**src/source/sm3_params.svh**
```systemverilog
`ifndef SM3_PARAMS_SVH
`define SM3_PARAMS_SVH

//////////////////////////////////////////////////////////////////////
// message word geometry
//////////////////////////////////////////////////////////////////////

// width of one message / expanded word
`define SM3_WORD_W          32

// a padded 512-bit block is sixteen words
`define SM3_BLK_WORDS       16

//////////////////////////////////////////////////////////////////////
// expansion schedule
//////////////////////////////////////////////////////////////////////

// words held before the first pair can leave (w0..w4)
`define SM3_LOAD_WORDS      5

// buffer slot holding W(j), W'(j) also needs slot 15
`define SM3_OUT_TAP         11

// expansion cycles per block, pairs j = 11..63
`define SM3_EXPND_ROUNDS    53

`endif

```
**src/source/sm3_expnd_pkg.sv**
```systemverilog
`include "sm3_params.svh"

package sm3_expnd_pkg;

    //////////////////////////////////////////////////////////////////////
    // plain vectors
    //////////////////////////////////////////////////////////////////////

    // one message or expanded word
    typedef logic [`SM3_WORD_W-1:0] word_t;

    // input words within a block, 0..15
    typedef logic [$clog2(`SM3_BLK_WORDS)-1:0] word_cnt_t;

    // expansion rounds within a block, 0..52
    typedef logic [$clog2(`SM3_EXPND_ROUNDS)-1:0] round_cnt_t;

    //////////////////////////////////////////////////////////////////////
    // controller states
    //////////////////////////////////////////////////////////////////////

    typedef enum logic [1:0] {
        LOAD   = 2'd0,  // taking w0..w4, nothing out yet
        STREAM = 2'd1,  // taking w5..w15, one pair out per word
        EXPAND = 2'd2   // input closed, one expansion per cycle
    } expnd_state_e;

    //////////////////////////////////////////////////////////////////////
    // bundles
    //////////////////////////////////////////////////////////////////////

    // padded message word plus last-block marker
    typedef struct packed {
        logic  lst;
        word_t data;
    } pad_word_t;

    // expanded output pair
    typedef struct packed {
        word_t wj;      // W(j)
        word_t wjj;     // W'(j) = W(j) ^ W(j+4)
    } expnd_pair_t;

endpackage

```
**src/source/sm3_expnd_ctrl.sv**
```systemverilog
`include "sm3_params.svh"

module sm3_expnd_ctrl (
    input  logic clk,
    input  logic rst_n,

    // message word handshake
    input  logic pad_vld_i,
    input  logic pad_lst_i,
    output logic pad_rdy_o,

    // word buffer control
    output logic shift_en_o,
    output logic push_expnd_o,

    // output strobes
    output logic expnd_vld_o,
    output logic expnd_lst_o
);
    import sm3_expnd_pkg::*;

    localparam word_cnt_t  LOAD_LAST  = word_cnt_t'(`SM3_LOAD_WORDS - 1);
    localparam word_cnt_t  BLK_LAST   = word_cnt_t'(`SM3_BLK_WORDS - 1);
    localparam round_cnt_t ROUND_LAST = round_cnt_t'(`SM3_EXPND_ROUNDS - 1);

    expnd_state_e state_q;
    expnd_state_e state_d;

    word_cnt_t    word_cnt_q;     // accepted words in this block
    round_cnt_t   round_cnt_q;    // expansion cycles done
    logic         lst_flg_q;      // block belongs to the last message

    logic         pad_xfer;
    logic         load_done;
    logic         blk_done;
    logic         round_last;
    logic         in_expand;

    //////////////////////////////////////////////////////////////////////
    // handshake decode
    //////////////////////////////////////////////////////////////////////

    assign in_expand  = (state_q == EXPAND);
    assign pad_rdy_o  = !in_expand;                 // input closed while expanding
    assign pad_xfer   = pad_vld_i && pad_rdy_o;

    assign load_done  = (word_cnt_q == LOAD_LAST);  // w4 arriving
    assign blk_done   = (word_cnt_q == BLK_LAST);   // w15 arriving
    assign round_last = (round_cnt_q == ROUND_LAST);

    //////////////////////////////////////////////////////////////////////
    // state machine
    //////////////////////////////////////////////////////////////////////

    always_comb begin
        state_d = state_q;
        case (state_q)
            LOAD: begin
                if (pad_xfer && load_done) begin
                    state_d = STREAM;
                end
            end
            STREAM: begin
                if (pad_xfer && blk_done) begin
                    state_d = EXPAND;
                end
            end
            EXPAND: begin
                if (round_last) begin
                    state_d = LOAD;   // input reopens next cycle
                end
            end
            default: begin
                state_d = LOAD;
            end
        endcase
    end

    always_ff @(posedge clk or negedge rst_n) begin
        if (!rst_n) begin
            state_q <= LOAD;
        end else begin
            state_q <= state_d;
        end
    end

    //////////////////////////////////////////////////////////////////////
    // counters
    //////////////////////////////////////////////////////////////////////

    // input words wrap to zero after w15
    always_ff @(posedge clk or negedge rst_n) begin
        if (!rst_n) begin
            word_cnt_q <= '0;
        end else if (pad_xfer) begin
            if (blk_done) begin
                word_cnt_q <= '0;
            end else begin
                word_cnt_q <= word_cnt_q + 1'b1;
            end
        end
    end

    // expansion rounds move only in EXPAND
    always_ff @(posedge clk or negedge rst_n) begin
        if (!rst_n) begin
            round_cnt_q <= '0;
        end else if (in_expand) begin
            if (round_last) begin
                round_cnt_q <= '0;
            end else begin
                round_cnt_q <= round_cnt_q + 1'b1;
            end
        end
    end

    // last-block flag set by any marked word and cleared by the j = 63 strobe
    always_ff @(posedge clk or negedge rst_n) begin
        if (!rst_n) begin
            lst_flg_q <= 1'b0;
        end else if (pad_xfer && pad_lst_i) begin
            lst_flg_q <= 1'b1;
        end else if (expnd_lst_o) begin
            lst_flg_q <= 1'b0;
        end
    end

    //////////////////////////////////////////////////////////////////////
    // buffer control and strobes
    //////////////////////////////////////////////////////////////////////

    assign shift_en_o   = pad_xfer || in_expand;
    assign push_expnd_o = in_expand;                  // feed back W(j+16)

    // in STREAM the pair leaves with the word that pushes it along
    assign expnd_vld_o  = ((state_q == STREAM) && pad_xfer) || in_expand;
    assign expnd_lst_o  = lst_flg_q && in_expand && round_last;

    //////////////////////////////////////////////////////////////////////
    // checks
    //////////////////////////////////////////////////////////////////////

    a_round_range : assert property (
        @(posedge clk) disable iff (!rst_n)
        round_cnt_q <= ROUND_LAST
    );

    // the last pair ends the block and drops the flag
    a_lst_closes_blk : assert property (
        @(posedge clk) disable iff (!rst_n)
        expnd_lst_o |=> (!lst_flg_q && (state_q == LOAD))
    );

    // no word gets counted during the expansion run
    a_no_xfer_expand : assert property (
        @(posedge clk) disable iff (!rst_n)
        in_expand |=> $stable(word_cnt_q)
    );

endmodule

```
**src/source/sm3_expnd_top.sv**
```systemverilog
module sm3_expnd_top (
    input  logic                       clk,
    input  logic                       rst_n,

    // padded message input, valid/ready
    input  sm3_expnd_pkg::pad_word_t   pad_i,
    input  logic                       pad_vld_i,
    output logic                       pad_rdy_o,

    // expanded pairs, strobe without back-pressure
    output sm3_expnd_pkg::expnd_pair_t expnd_o,
    output logic                       expnd_vld_o,
    output logic                       expnd_lst_o
);

    //////////////////////////////////////////////////////////////////////
    // internal wires
    //////////////////////////////////////////////////////////////////////

    logic                 shift_en;     // buffer moves one slot
    logic                 push_expnd;   // feedback instead of pad data
    sm3_expnd_pkg::word_t pad_data;
    logic                 pad_lst;

    // split the input bundle
    assign pad_data = pad_i.data;
    assign pad_lst  = pad_i.lst;

    //////////////////////////////////////////////////////////////////////
    // control
    //////////////////////////////////////////////////////////////////////

    sm3_expnd_ctrl u_ctrl (
        .clk          (clk),
        .rst_n        (rst_n),
        .pad_vld_i    (pad_vld_i),
        .pad_lst_i    (pad_lst),
        .pad_rdy_o    (pad_rdy_o),
        .shift_en_o   (shift_en),
        .push_expnd_o (push_expnd),
        .expnd_vld_o  (expnd_vld_o),
        .expnd_lst_o  (expnd_lst_o)
    );

    //////////////////////////////////////////////////////////////////////
    // datapath
    //////////////////////////////////////////////////////////////////////

    sm3_word_buff u_buff (
        .clk          (clk),
        .rst_n        (rst_n),
        .shift_en_i   (shift_en),
        .push_expnd_i (push_expnd),
        .pad_data_i   (pad_data),
        .pair_o       (expnd_o)
    );

endmodule

```
**src/source/sm3_word_buff.sv**
```systemverilog
`include "sm3_params.svh"

module sm3_word_buff (
    input  logic                       clk,
    input  logic                       rst_n,

    // shift control from the FSM
    input  logic                       shift_en_i,
    input  logic                       push_expnd_i,

    // incoming message word
    input  sm3_expnd_pkg::word_t       pad_data_i,

    // W(j) / W'(j) taps
    output sm3_expnd_pkg::expnd_pair_t pair_o
);
    import sm3_expnd_pkg::*;

    localparam int unsigned TOP_IDX = `SM3_BLK_WORDS - 1;

    // relative to the word being produced, W(j)
    localparam int unsigned IDX_M16 = 0;    // W(j-16)
    localparam int unsigned IDX_M13 = 3;    // W(j-13)
    localparam int unsigned IDX_M9  = 7;    // W(j-9)
    localparam int unsigned IDX_M6  = 10;   // W(j-6)
    localparam int unsigned IDX_M3  = 13;   // W(j-3)

    word_t buff_q [`SM3_BLK_WORDS];         // slot 0 oldest, slot 15 newest

    word_t p1_in;
    word_t p1_out;
    word_t expnd_word;
    word_t push_word;

    //////////////////////////////////////////////////////////////////////
    // helpers
    //////////////////////////////////////////////////////////////////////

    function automatic word_t rotl(input word_t x, input int unsigned n);
        rotl = (x << n) | (x >> (`SM3_WORD_W - n));
    endfunction

    // permutation used by the message expansion
    function automatic word_t p1(input word_t x);
        p1 = x ^ rotl(x, 15) ^ rotl(x, 23);
    endfunction

    //////////////////////////////////////////////////////////////////////
    // expansion function
    //////////////////////////////////////////////////////////////////////

    assign p1_in      = buff_q[IDX_M16] ^ buff_q[IDX_M9] ^ rotl(buff_q[IDX_M3], 15);
    assign p1_out     = p1(p1_in);
    assign expnd_word = p1_out ^ rotl(buff_q[IDX_M13], 7) ^ buff_q[IDX_M6];

    // raw message word while loading, feedback while expanding
    assign push_word  = push_expnd_i ? expnd_word : pad_data_i;

    //////////////////////////////////////////////////////////////////////
    // shift buffer
    //////////////////////////////////////////////////////////////////////

    always_ff @(posedge clk or negedge rst_n) begin
        if (!rst_n) begin
            for (int i = 0; i < `SM3_BLK_WORDS; i++) begin
                buff_q[i] <= '0;
            end
        end else if (shift_en_i) begin
            // w0 <- w1 ... w14 <- w15
            for (int i = 0; i < TOP_IDX; i++) begin
                buff_q[i] <= buff_q[i + 1];
            end
            buff_q[TOP_IDX] <= push_word;
        end
    end

    //////////////////////////////////////////////////////////////////////
    // output taps
    //////////////////////////////////////////////////////////////////////

    // slot 11 is W(j), slot 15 four words later is W(j+4)
    assign pair_o.wj  = buff_q[`SM3_OUT_TAP];
    assign pair_o.wjj = buff_q[`SM3_OUT_TAP] ^ buff_q[TOP_IDX];

    //////////////////////////////////////////////////////////////////////
    // checks
    //////////////////////////////////////////////////////////////////////

    // feedback select only means something on a shift
    a_push_needs_shift : assert property (
        @(posedge clk) disable iff (!rst_n)
        push_expnd_i |-> shift_en_i
    );

endmodule

```
**config.mk**
```make
export PLATFORM = sky130hd
export DESIGN_NAME = sm3_expnd_top
export DESIGN_NICKNAME = d
export VERILOG_FILES = /design/src/source/sm3_expnd_pkg.sv /design/src/source/sm3_expnd_ctrl.sv /design/src/source/sm3_expnd_top.sv /design/src/source/sm3_word_buff.sv
export VERILOG_INCLUDE_DIRS = /design/src /design/src/source
export SDC_FILE = /design/constraint.sdc
export NUM_CORES = 1
export LEC_CHECK = 0
export BUFFER_PORTS_ARGS = -buffer_cell sky130_fd_sc_hd__buf_2
export CAP_MARGIN = 20
export CORE_ASPECT_RATIO = 1.25
export CORE_UTILIZATION = 31
export DETAILED_ROUTE_END_ITERATION = 10
export PLACE_DENSITY = 0.47
export SLEW_MARGIN = 20
export SYNTH_ARGS = -nofsm -noshare
export SYNTH_HDL_FRONTEND = slang
export SYNTH_SLANG_ARGS = --single-unit
```
**constraint.sdc**
```tcl
create_clock -name clk -period 3.45 [get_ports clk]
set_clock_uncertainty 0.15 [all_clocks]
set_input_delay 0.1725 -clock clk [delete_from_list [all_inputs] [get_ports clk]]
set_output_delay 0.1725 -clock clk [all_outputs]
set_load 0.02 [all_outputs]
```
==> reports/metrics.yaml, run 1 <==
outcome:
  status: "finished, final reports clean"
clock_network:
  cts.clk_slew.worst_paths_ns: 0.06
  clock_sinks: 525
  cts_resized: 0
  htree_num_levels: 2
  cts_root_buf: "clkbuf_16"
  clockBufferDepth: 3
  clk_latency_ns: 0.61
  postCtsSetupRepairBufs: 0
  cts-buffers-inserted: 53
  tritoncts: "built"
  hold_buffers: 34
synthesis:
  syn_avg_cell_area_um2: 15.88
  synth-compound-area-share: 0.02274
  synth_xor_area_frac: 0.09241
  synth-simple-area-share: 0.01465
  synth_fa_ha_area_frac: 0.002170
  netlist_area_um2: 23060
  synth_edf_count: 0
  syn_inst: 1452
  synth_top_area_cell: "dfrtp_1"
  syn-num-nets: 1492
  synth_top_area_frac: 0.5698
  synth.most_common_cell: "dfrtp_1"
  synthFlopType: "dfrtp_1"
  synth_top_family_by_area: "multiplexers"
  synth_seq_cells: 525
  synth_top_cells_by_count: "525 x dfrtp_1, 281 x mux2_2, 180 x mux2_4"
  muxShareOfSynthArea: 0.2642
  yosysUniqueCellTypes: 36
  yosysWarningCount: 0
  synth-seq-area-share: 0.5698
  synth.area.top_cells: "dfrtp_1 57%, mux2_2 14%, mux2_4 12%"
  async_flop_share: 1.000
critical_path:
  ff2ff_path_depth: 4
  r2r_end: "u_ctrl.word_cnt_q[1]"
  arrival_ns: 2.45
  criticalPathCategory: "flip-flop to output port"
  cp_max_fo: 24
  r2r_slack_ns: 1.12
  endpoint_kind: "output port"
  cp-start-kind: "flip-flop"
  r2r-start: "u_ctrl.state_q[0]"
  critical_path_required_ns: 3.13
drt:
  wire_per_inst_um: 19.75
  routed_via_density: 4.463
  drt-initial-drc-count: 430
  drc: 0
  totalWireLength_um: 50700
  firstDrtPassIters: 4
  antenna_left: 0
  vias: 11456
timing:
  setup-tns-final_ns: 0
  rsz0062_at_grt: "no"
  tightestPinTransition_ns: 0.8836
  hold_violations: 0
  fmax_mhz: 360.8
  slew_violations: 0
  setup_violations: 0
  slew_headroom: 0.4109
  finalCritPeriodShare: 0.8034
  worst_slack_ns: 0.6782
  period_needed_ns: 2.772
placed_design:
  port_buffers: 102
  post-dp-hpwl_um: 34680
  pre_cts_slack_ns: 1.085
  place.gp.congestion: 0.7161
floorplan:
  die_area_um2: 75480
  core_area_um2: 73470
  die-width_um: 245.9
  rows: 111
  num_io_pins: 103
  start_util: 0.3139
  die_h_um: 306.9
finish:
  drive_gt1_frac: 0.4197
  nFillCells: 6980
  area_growth_pct: 15.04
  final_nets: 1607
hold_path:
  hp-class: "primary input to async pin"
global_routing:
  grt_max_degree: 97
  grt-ovfl-total: 0
  grt_pass1_wl_um: 78340
  grt_pass1_vias: 12320
  grt_antenna_before_repair: 2
  track_usage: 0.1381
job:
  cap_violations: 0
==> metrics by stage <==
| stage | cells | area, um2 | hold slack [ns] | utilization |
|---|---|---|---|---|
| after floorplan | 1452 | 23060 | -0.2731 | - |
| after global placement | 2438 | 24390 | 0.1366 | 0.3319 |
| after detailed placement | 2438 | 24390 | 0.1428 | 0.3319 |
| after CTS | 2566 | 26520 | 0.05466 | 0.3610 |
| after global routing | 2567 | 26530 | 0.07323 | 0.3610 |
| final | 2567 | 26530 | 0.07024 | 0.3610 |
==> state kept, by name, summed over array words and instances, names as in the netlist <==
name	count
u_buff.buff_q	480
u_buff.pair_o	32
u_ctrl.round_cnt_q	6
u_ctrl.word_cnt_q	4
u_ctrl.state_q	2
u_ctrl.lst_flg_q	1
==> cells by family after synthesis <==
group | count (synthesis)
flip-flops | 525
multiplexers | 481
XOR/XNOR | 193
buffers and inverters | 106
AO/OA/AOI/OAI | 84
AND/OR/NAND/NOR | 59
adder cells (fa/ha/maj) | 4
==> how the worst max path moves through the flow <==
stage,start,endpoint
final,u_ctrl.state_q[0],expnd_vld_o
after CTS,u_ctrl.state_q[0],expnd_vld_o
after global placement,u_ctrl.state_q[0],u_ctrl.word_cnt_q[1]
after global routing,u_ctrl.state_q[0],expnd_vld_o
after detailed placement,u_ctrl.state_q[0],u_ctrl.word_cnt_q[1]
after floorplan,u_ctrl.state_q[1],u_buff.buff_q[259]
==> metal layers <==
metal	track usage	up-vias	share of wire
li1	-	5272	-
met1	0.1773	5980	0.44
met2	0.2409	142	0.51
met3	0.01981	62	0.031
met4	0.03741	0	0.021
met5	0	-	0
==> placed cells by master (no fill, tap or decap), types with 2 or more instances in the layout <==
cell type,instances
clkbuf_8,17
ha_1,4
clkinv_2,5
inv_1,4
xnor3_1,32
dlygate4sd3_1,34
a21oi_1,36
buf_4,11
nand2_1,7
and3_1,2
clkbuf_16,55
dfrtp_1,525
buf_2,101
xor2_1,32
buf_12,14
a211oi_1,32
mux2_2,281
a21o_1,4
nand3_1,5
inv_6,2
a31oi_1,2
o21ai_0,6
bufinv_16,3
mux2_4,180
nor2_1,4
nor3_1,3
clkbuf_1,10
nor2b_1,32
xnor2_1,129
mux2_1,20
==> worst max-delay path, stage by stage, from the launching register on <==
cell and delay [ns]:
dfrtp_1 0.44, nor2b_4 0.54, clkinv_1 0.48, o21ai_0 0.20
buf_2 0.20
==> final cells by class <==
| class | instances | area (um2) | area share |
|---|---|---|---|
| Antenna cell | 1 | 2.502 | 0.00009434 |
| Clock buffer | 82 | 1648 | 0.06212 |
| Clock inverter | 12 | 148.9 | 0.005613 |
| Inverter | 5 | 18.77 | 0.0007075 |
| Multi-Input combinational cell | 821 | 9145 | 0.3448 |
| Sequential cell | 525 | 13140 | 0.4953 |
| Tap cell | 960 | 1201 | 0.04528 |
| Timing Repair Buffer | 161 | 1224 | 0.04613 |
Power of run 1 is left out: the tool's default activity adds up to more than one toggle a clock period on the data nets, which glitch-free logic cannot reach.
==> inputs of run 2 (changes only) <==
Clock period 3.45 ns to 2.7 ns, I/O delays scaled along.
==> run 2 against run 1 <==
Net effect:
- first-iteration DRC count increased by 10%
- sequential share of layout area decreased by 0.24 points
- highest routed layer unchanged
- sequential cell count unchanged
- critical endpoint is now expnd_lst_o
- routed wire length increased by 1.8%
==> reports/metrics.yaml, run 2 (synthesized netlist as in run 1, its figures left out) <==
clock_network:
  cts.clk_slew.worst_paths_ns: 0.06
  cts-buffers-inserted: 53
  clockBufferDepth: 3
  tritoncts: "built"
  clock_sinks: 525
  cts_root_buf: "clkbuf_16"
  htree_num_levels: 2
  clk_latency_ns: 0.59
timing:
  rsz0062_at_grt: "no"
  slew_violations: 0
  hold_violations: 0
  finalCritPeriodShare: 0.8888
  tightestPinTransition_ns: 0.8659
  setup_violations: 0
  slew_headroom: 0.4227
  fmax_mhz: 416.7
  period_needed_ns: 2.400
  holdWs_ns: 0.08883
  setup-tns-final_ns: 0
floorplan:
  core_area_um2: 73470
  num_io_pins: 103
  die-width_um: 245.9
  die_h_um: 306.9
  rows: 111
  die_area_um2: 75480
  start_util: 0.3139
finish:
  num_antenna_cells: 0
  nFillCells: 6963
  final_util: 0.3628
  multi_input_area_um2: 9145
  final_nets: 1617
  final_common_cell: "dfrtp_1"
  layout_common_cells: "525 x dfrtp_1, 281 x mux2_2, 180 x mux2_4, 129 x xnor2_1, 101 x buf_2"
  area_growth_pct: 15.60
  largest_reg_flops: 480
  drive_gt1_frac: 0.4239
  regMostFlops: "u_buff.buff_q"
  seq_area_um2: 13140
  stdcell_area_um2: 26660
drt:
  drc: 0
  vias: 11486
  antenna_left: 0
  firstDrtPassIters: 4
  totalWireLength_um: 51600
  wire_per_inst_um: 20.03
  drt-initial-drc-count: 475
  routed_via_density: 4.459
placed_design:
  port_buffers: 102
  place.gp.congestion: 0.7184
  post-dp-hpwl_um: 35440
  place_area_um2: 24450
critical_path:
  cp_slowest_cell: "buf_6"
  criticalPathCategory: "flip-flop to output port"
  endpoint_kind: "output port"
  r2r_slack_ns: 0.65
  ff2ff_path_depth: 5
  arrival_ns: 2.11
  critical_path_required_ns: 2.41
  cp_cell_sequence: "nor2b_4 > buf_6 > and3_1 > buf_2"
  cp_max_fo: 73
  slowest_delay_ns: 0.48
  cp-start-kind: "flip-flop"
global_routing:
  track_usage: 0.1411
  grt_max_degree: 103
  grt_pass1_vias: 12255
  grt-ovfl-total: 0
  grt_pass1_wl_um: 79720
  grt_antenna_before_repair: 1
hold_path:
  hp-class: "primary input to async pin"
outcome:
  status: "finished, final reports clean"
job:
  cap_violations: 0
[run 2: worst paths after layout]
kind / start / end
max in group asynchronous: rst_n / u_buff.buff_q[1]
max: u_ctrl.state_q[0] / expnd_lst_o
min in group clk: pad_i[9] / u_buff.buff_q[9]
min reg2reg: u_buff.buff_q[55] / u_buff.buff_q[55]
min: rst_n / u_buff.buff_q[282]
max reg2reg: u_ctrl.state_q[1] / u_buff.buff_q[458]
[run 2: layout make-up]
type	instances	area share
Clock buffer	73	0.05792
Clock inverter	21	0.01094
Multi-Input combinational cell	821	0.3431
Timing Repair Buffer	171	0.04943
Sequential cell	525	0.4929
Tap cell	960	0.04506
Inverter	5	0.0007041
[run 2: stage by stage]
step           cells  worst slack [ns]
2_1_floorplan   1452            0.9990
3_3_place_gp    2446            0.5278
3_5_place_dp    2446            0.5151
4_1_cts         2576            0.1947
5_1_grt         2576            0.1180
6_report        2576            0.3002
[run 2: critical path, delay by kind of cell, from the launching register on]
kind | cells | cell delay, ns
buffers and inverters | 2 | 0.64
DFF | 1 | 0.44
and+or+nand+nor | 2 | 0.44
[run 2: layer usage]
layer	wire [um]	track usage	up-vias
met4	952	0.03597	0
met1	23290	0.1889	5988
met5	0	0	-
met2	25650	0.2371	169
met3	1709	0.02156	59
li1	-	-	5270
[run 2: repair_timing]
action / 4_1_cts / 5_1_grt
buffers inserted: 0 / 0
hold buffers: 36 / 0
resized for setup: 1 / 0
hold endpoints to repair: 575 / 0
setup endpoints to repair: 1 / 0
Power of run 2 is left out for the same reason.
==> inputs of run 3 (changes only) <==
Settings changed: CORE_UTILIZATION 31 to 58, PLACE_DENSITY 0.47 to 0.77.
==> run 3 against run 2 <==
Net effect:
- die area decreased by 46%
- worst setup slack improved by 0.020 ns
- global-route usage increased by 9.4 points
- hold slack got worse by 0.062 ns
- clock-buffer cell count unchanged
- fmax increased by 0.86%
- non-clock buffer count decreased by 6
==> reports/metrics.yaml, run 3 (synthesized netlist as in run 1, its figures left out) <==
timing:
  setup_violations: 0
  tightestPinTransition_ns: 0.8061
  period_needed_ns: 2.379
  rsz0062_at_grt: "no"
  finalCritPeriodShare: 0.8812
  slew_violations: 0
  setup-tns-final_ns: 0
  fmax_mhz: 420.3
  slew_headroom: 0.4626
  hold_violations: 0
finish:
  final_util: 0.6617
  nFillCells: 2677
  seq_area_um2: 13140
  final_common_cell: "dfrtp_1"
  drive_gt1_frac: 0.4172
  stdcell_count: 2104
  num_antenna_cells: 0
  final_nets: 1608
  multi_input_area_um2: 9145
  largest_reg_flops: 480
  regMostFlops: "u_buff.buff_q"
  layout_common_cells: "525 x dfrtp_1, 281 x mux2_2, 180 x mux2_4, 129 x xnor2_1, 101 x buf_2"
  area_growth_pct: 12.27
critical_path:
  cp_cell_sequence: "inv_1 > ha_1 > nand2_1 > nor2_1 > and3_1 > buf_2"
  cp-start-kind: "flip-flop"
  arrival_ns: 2.09
  cp_max_fo: 8
  slowest_delay_ns: 0.42
  criticalPathCategory: "flip-flop to output port"
  endpoint_kind: "output port"
  cp_slowest_cell: "dfrtp_1"
  critical_path_required_ns: 2.41
clock_network:
  cts_resized: 0
  cts.clk_slew.worst_paths_ns: 0.06
  clockBufferDepth: 3
  clock_sinks: 525
  clk_latency_ns: 0.57
  tritoncts: "built"
  htree_num_levels: 2
  cts_root_buf: "clkbuf_16"
  cts-buffers-inserted: 50
placed_design:
  port_buffers: 102
  dp_cells: 1979
  post-dp-hpwl_um: 30690
  place.gp.congestion: 0.7918
floorplan:
  rows: 81
  num_io_pins: 103
  start_util: 0.5894
  core_area_um2: 39120
  die_area_um2: 40560
  die_h_um: 224.9
  die-width_um: 180.3
drt:
  totalWireLength_um: 45840
  drt-initial-drc-count: 695
  vias: 11613
  routed_via_density: 5.519
  firstDrtPassIters: 8
  drc: 0
  antenna_left: 0
  wire_per_inst_um: 21.79
global_routing:
  grt_pass1_wl_um: 72580
  grt-ovfl-total: 0
  grt_antenna_before_repair: 0
  track_usage: 0.2351
  grt_pass1_vias: 12353
  grt_max_degree: 92
job:
  cap_violations: 0
hold_path:
  hp-class: "primary input to flip-flop"
outcome:
  status: "finished, final reports clean"
run 3: cell types whose count changed in the layout (fill, tap and decap cells not counted), moves of 2 or more:
cell	previous run	this run
clkbuf_1	8	14
clkinv_2	10	8
buf_12	15	18
clkbuf_8	10	8
bufinv_16	7	4
buf_4	18	10
clkbuf_16	55	51
run 3: what timing repair did:
item,in CTS,in global routing
hold buffers,35,0
buffers inserted,0,0
endpoints found under the hold margin,448,0
run 3: metal layers:
| metal | routed length [um] | part of all wire | up-vias | track usage |
|---|---|---|---|---|
| li1 | - | - | 5263 | - |
| met1 | 20550 | 0.45 | 6110 | 0.3251 |
| met2 | 22980 | 0.50 | 180 | 0.3968 |
| met3 | 1295 | 0.028 | 60 | 0.02925 |
| met4 | 1014 | 0.022 | 0 | 0.06148 |
| met5 | 0 | 0 | - | 0 |
run 3: final cells by class:
cell class / count / area share
clock buffers: 73 / 0.05558
clock inverters: 17 / 0.007733
inverters: 5 / 0.0007250
multi-input cells: 821 / 0.3533
flip-flops and latches: 525 / 0.5075
well taps: 498 / 0.02407
repair buffers: 165 / 0.05114
run 3: worst max-delay path: cells and delay by family, from the launching register on:
family	cells	cell delay [ns]
AND/OR/NAND/NOR	3	0.68
flip-flops	1	0.42
adder cells (fa/ha/maj)	1	0.17
buffers and inverters	2	0.26
run 3: worst paths after layout:
| path | start | cells after the start | end | slack, ns |
|---|---|---|---|---|
| setup / recovery | u_ctrl.round_cnt_q[0] | 6 | expnd_lst_o | 0.32 |
| hold / removal | pad_vld_i | 4 | u_buff.buff_q[67] | 0.03 |
| setup reg to reg | u_ctrl.state_q[1] | 5 | u_buff.buff_q[228] | 0.56 |
| hold reg to reg | u_buff.buff_q[227] | 1 | u_buff.buff_q[259] | 0.34 |
| max in group asynchronous | rst_n | 4 | u_ctrl.state_q[0] | 1.77 |
| min in group asynchronous | rst_n | 3 | u_buff.buff_q[38] | 0.05 |
run 3: per-stage QoR:
stage	worst slack [ns]	cell area [um2]	hold slack [ns]
final	0.3207	25890	0.02681
after global routing	0.2028	25890	0.02453
after CTS	0.3082	25890	0.004203
after detailed placement	0.5895	23880	-0.04904
after global placement	0.6397	23880	-0.05589
after floorplan	0.9990	23060	-0.3106
Power of run 3 is left out for the same reason.
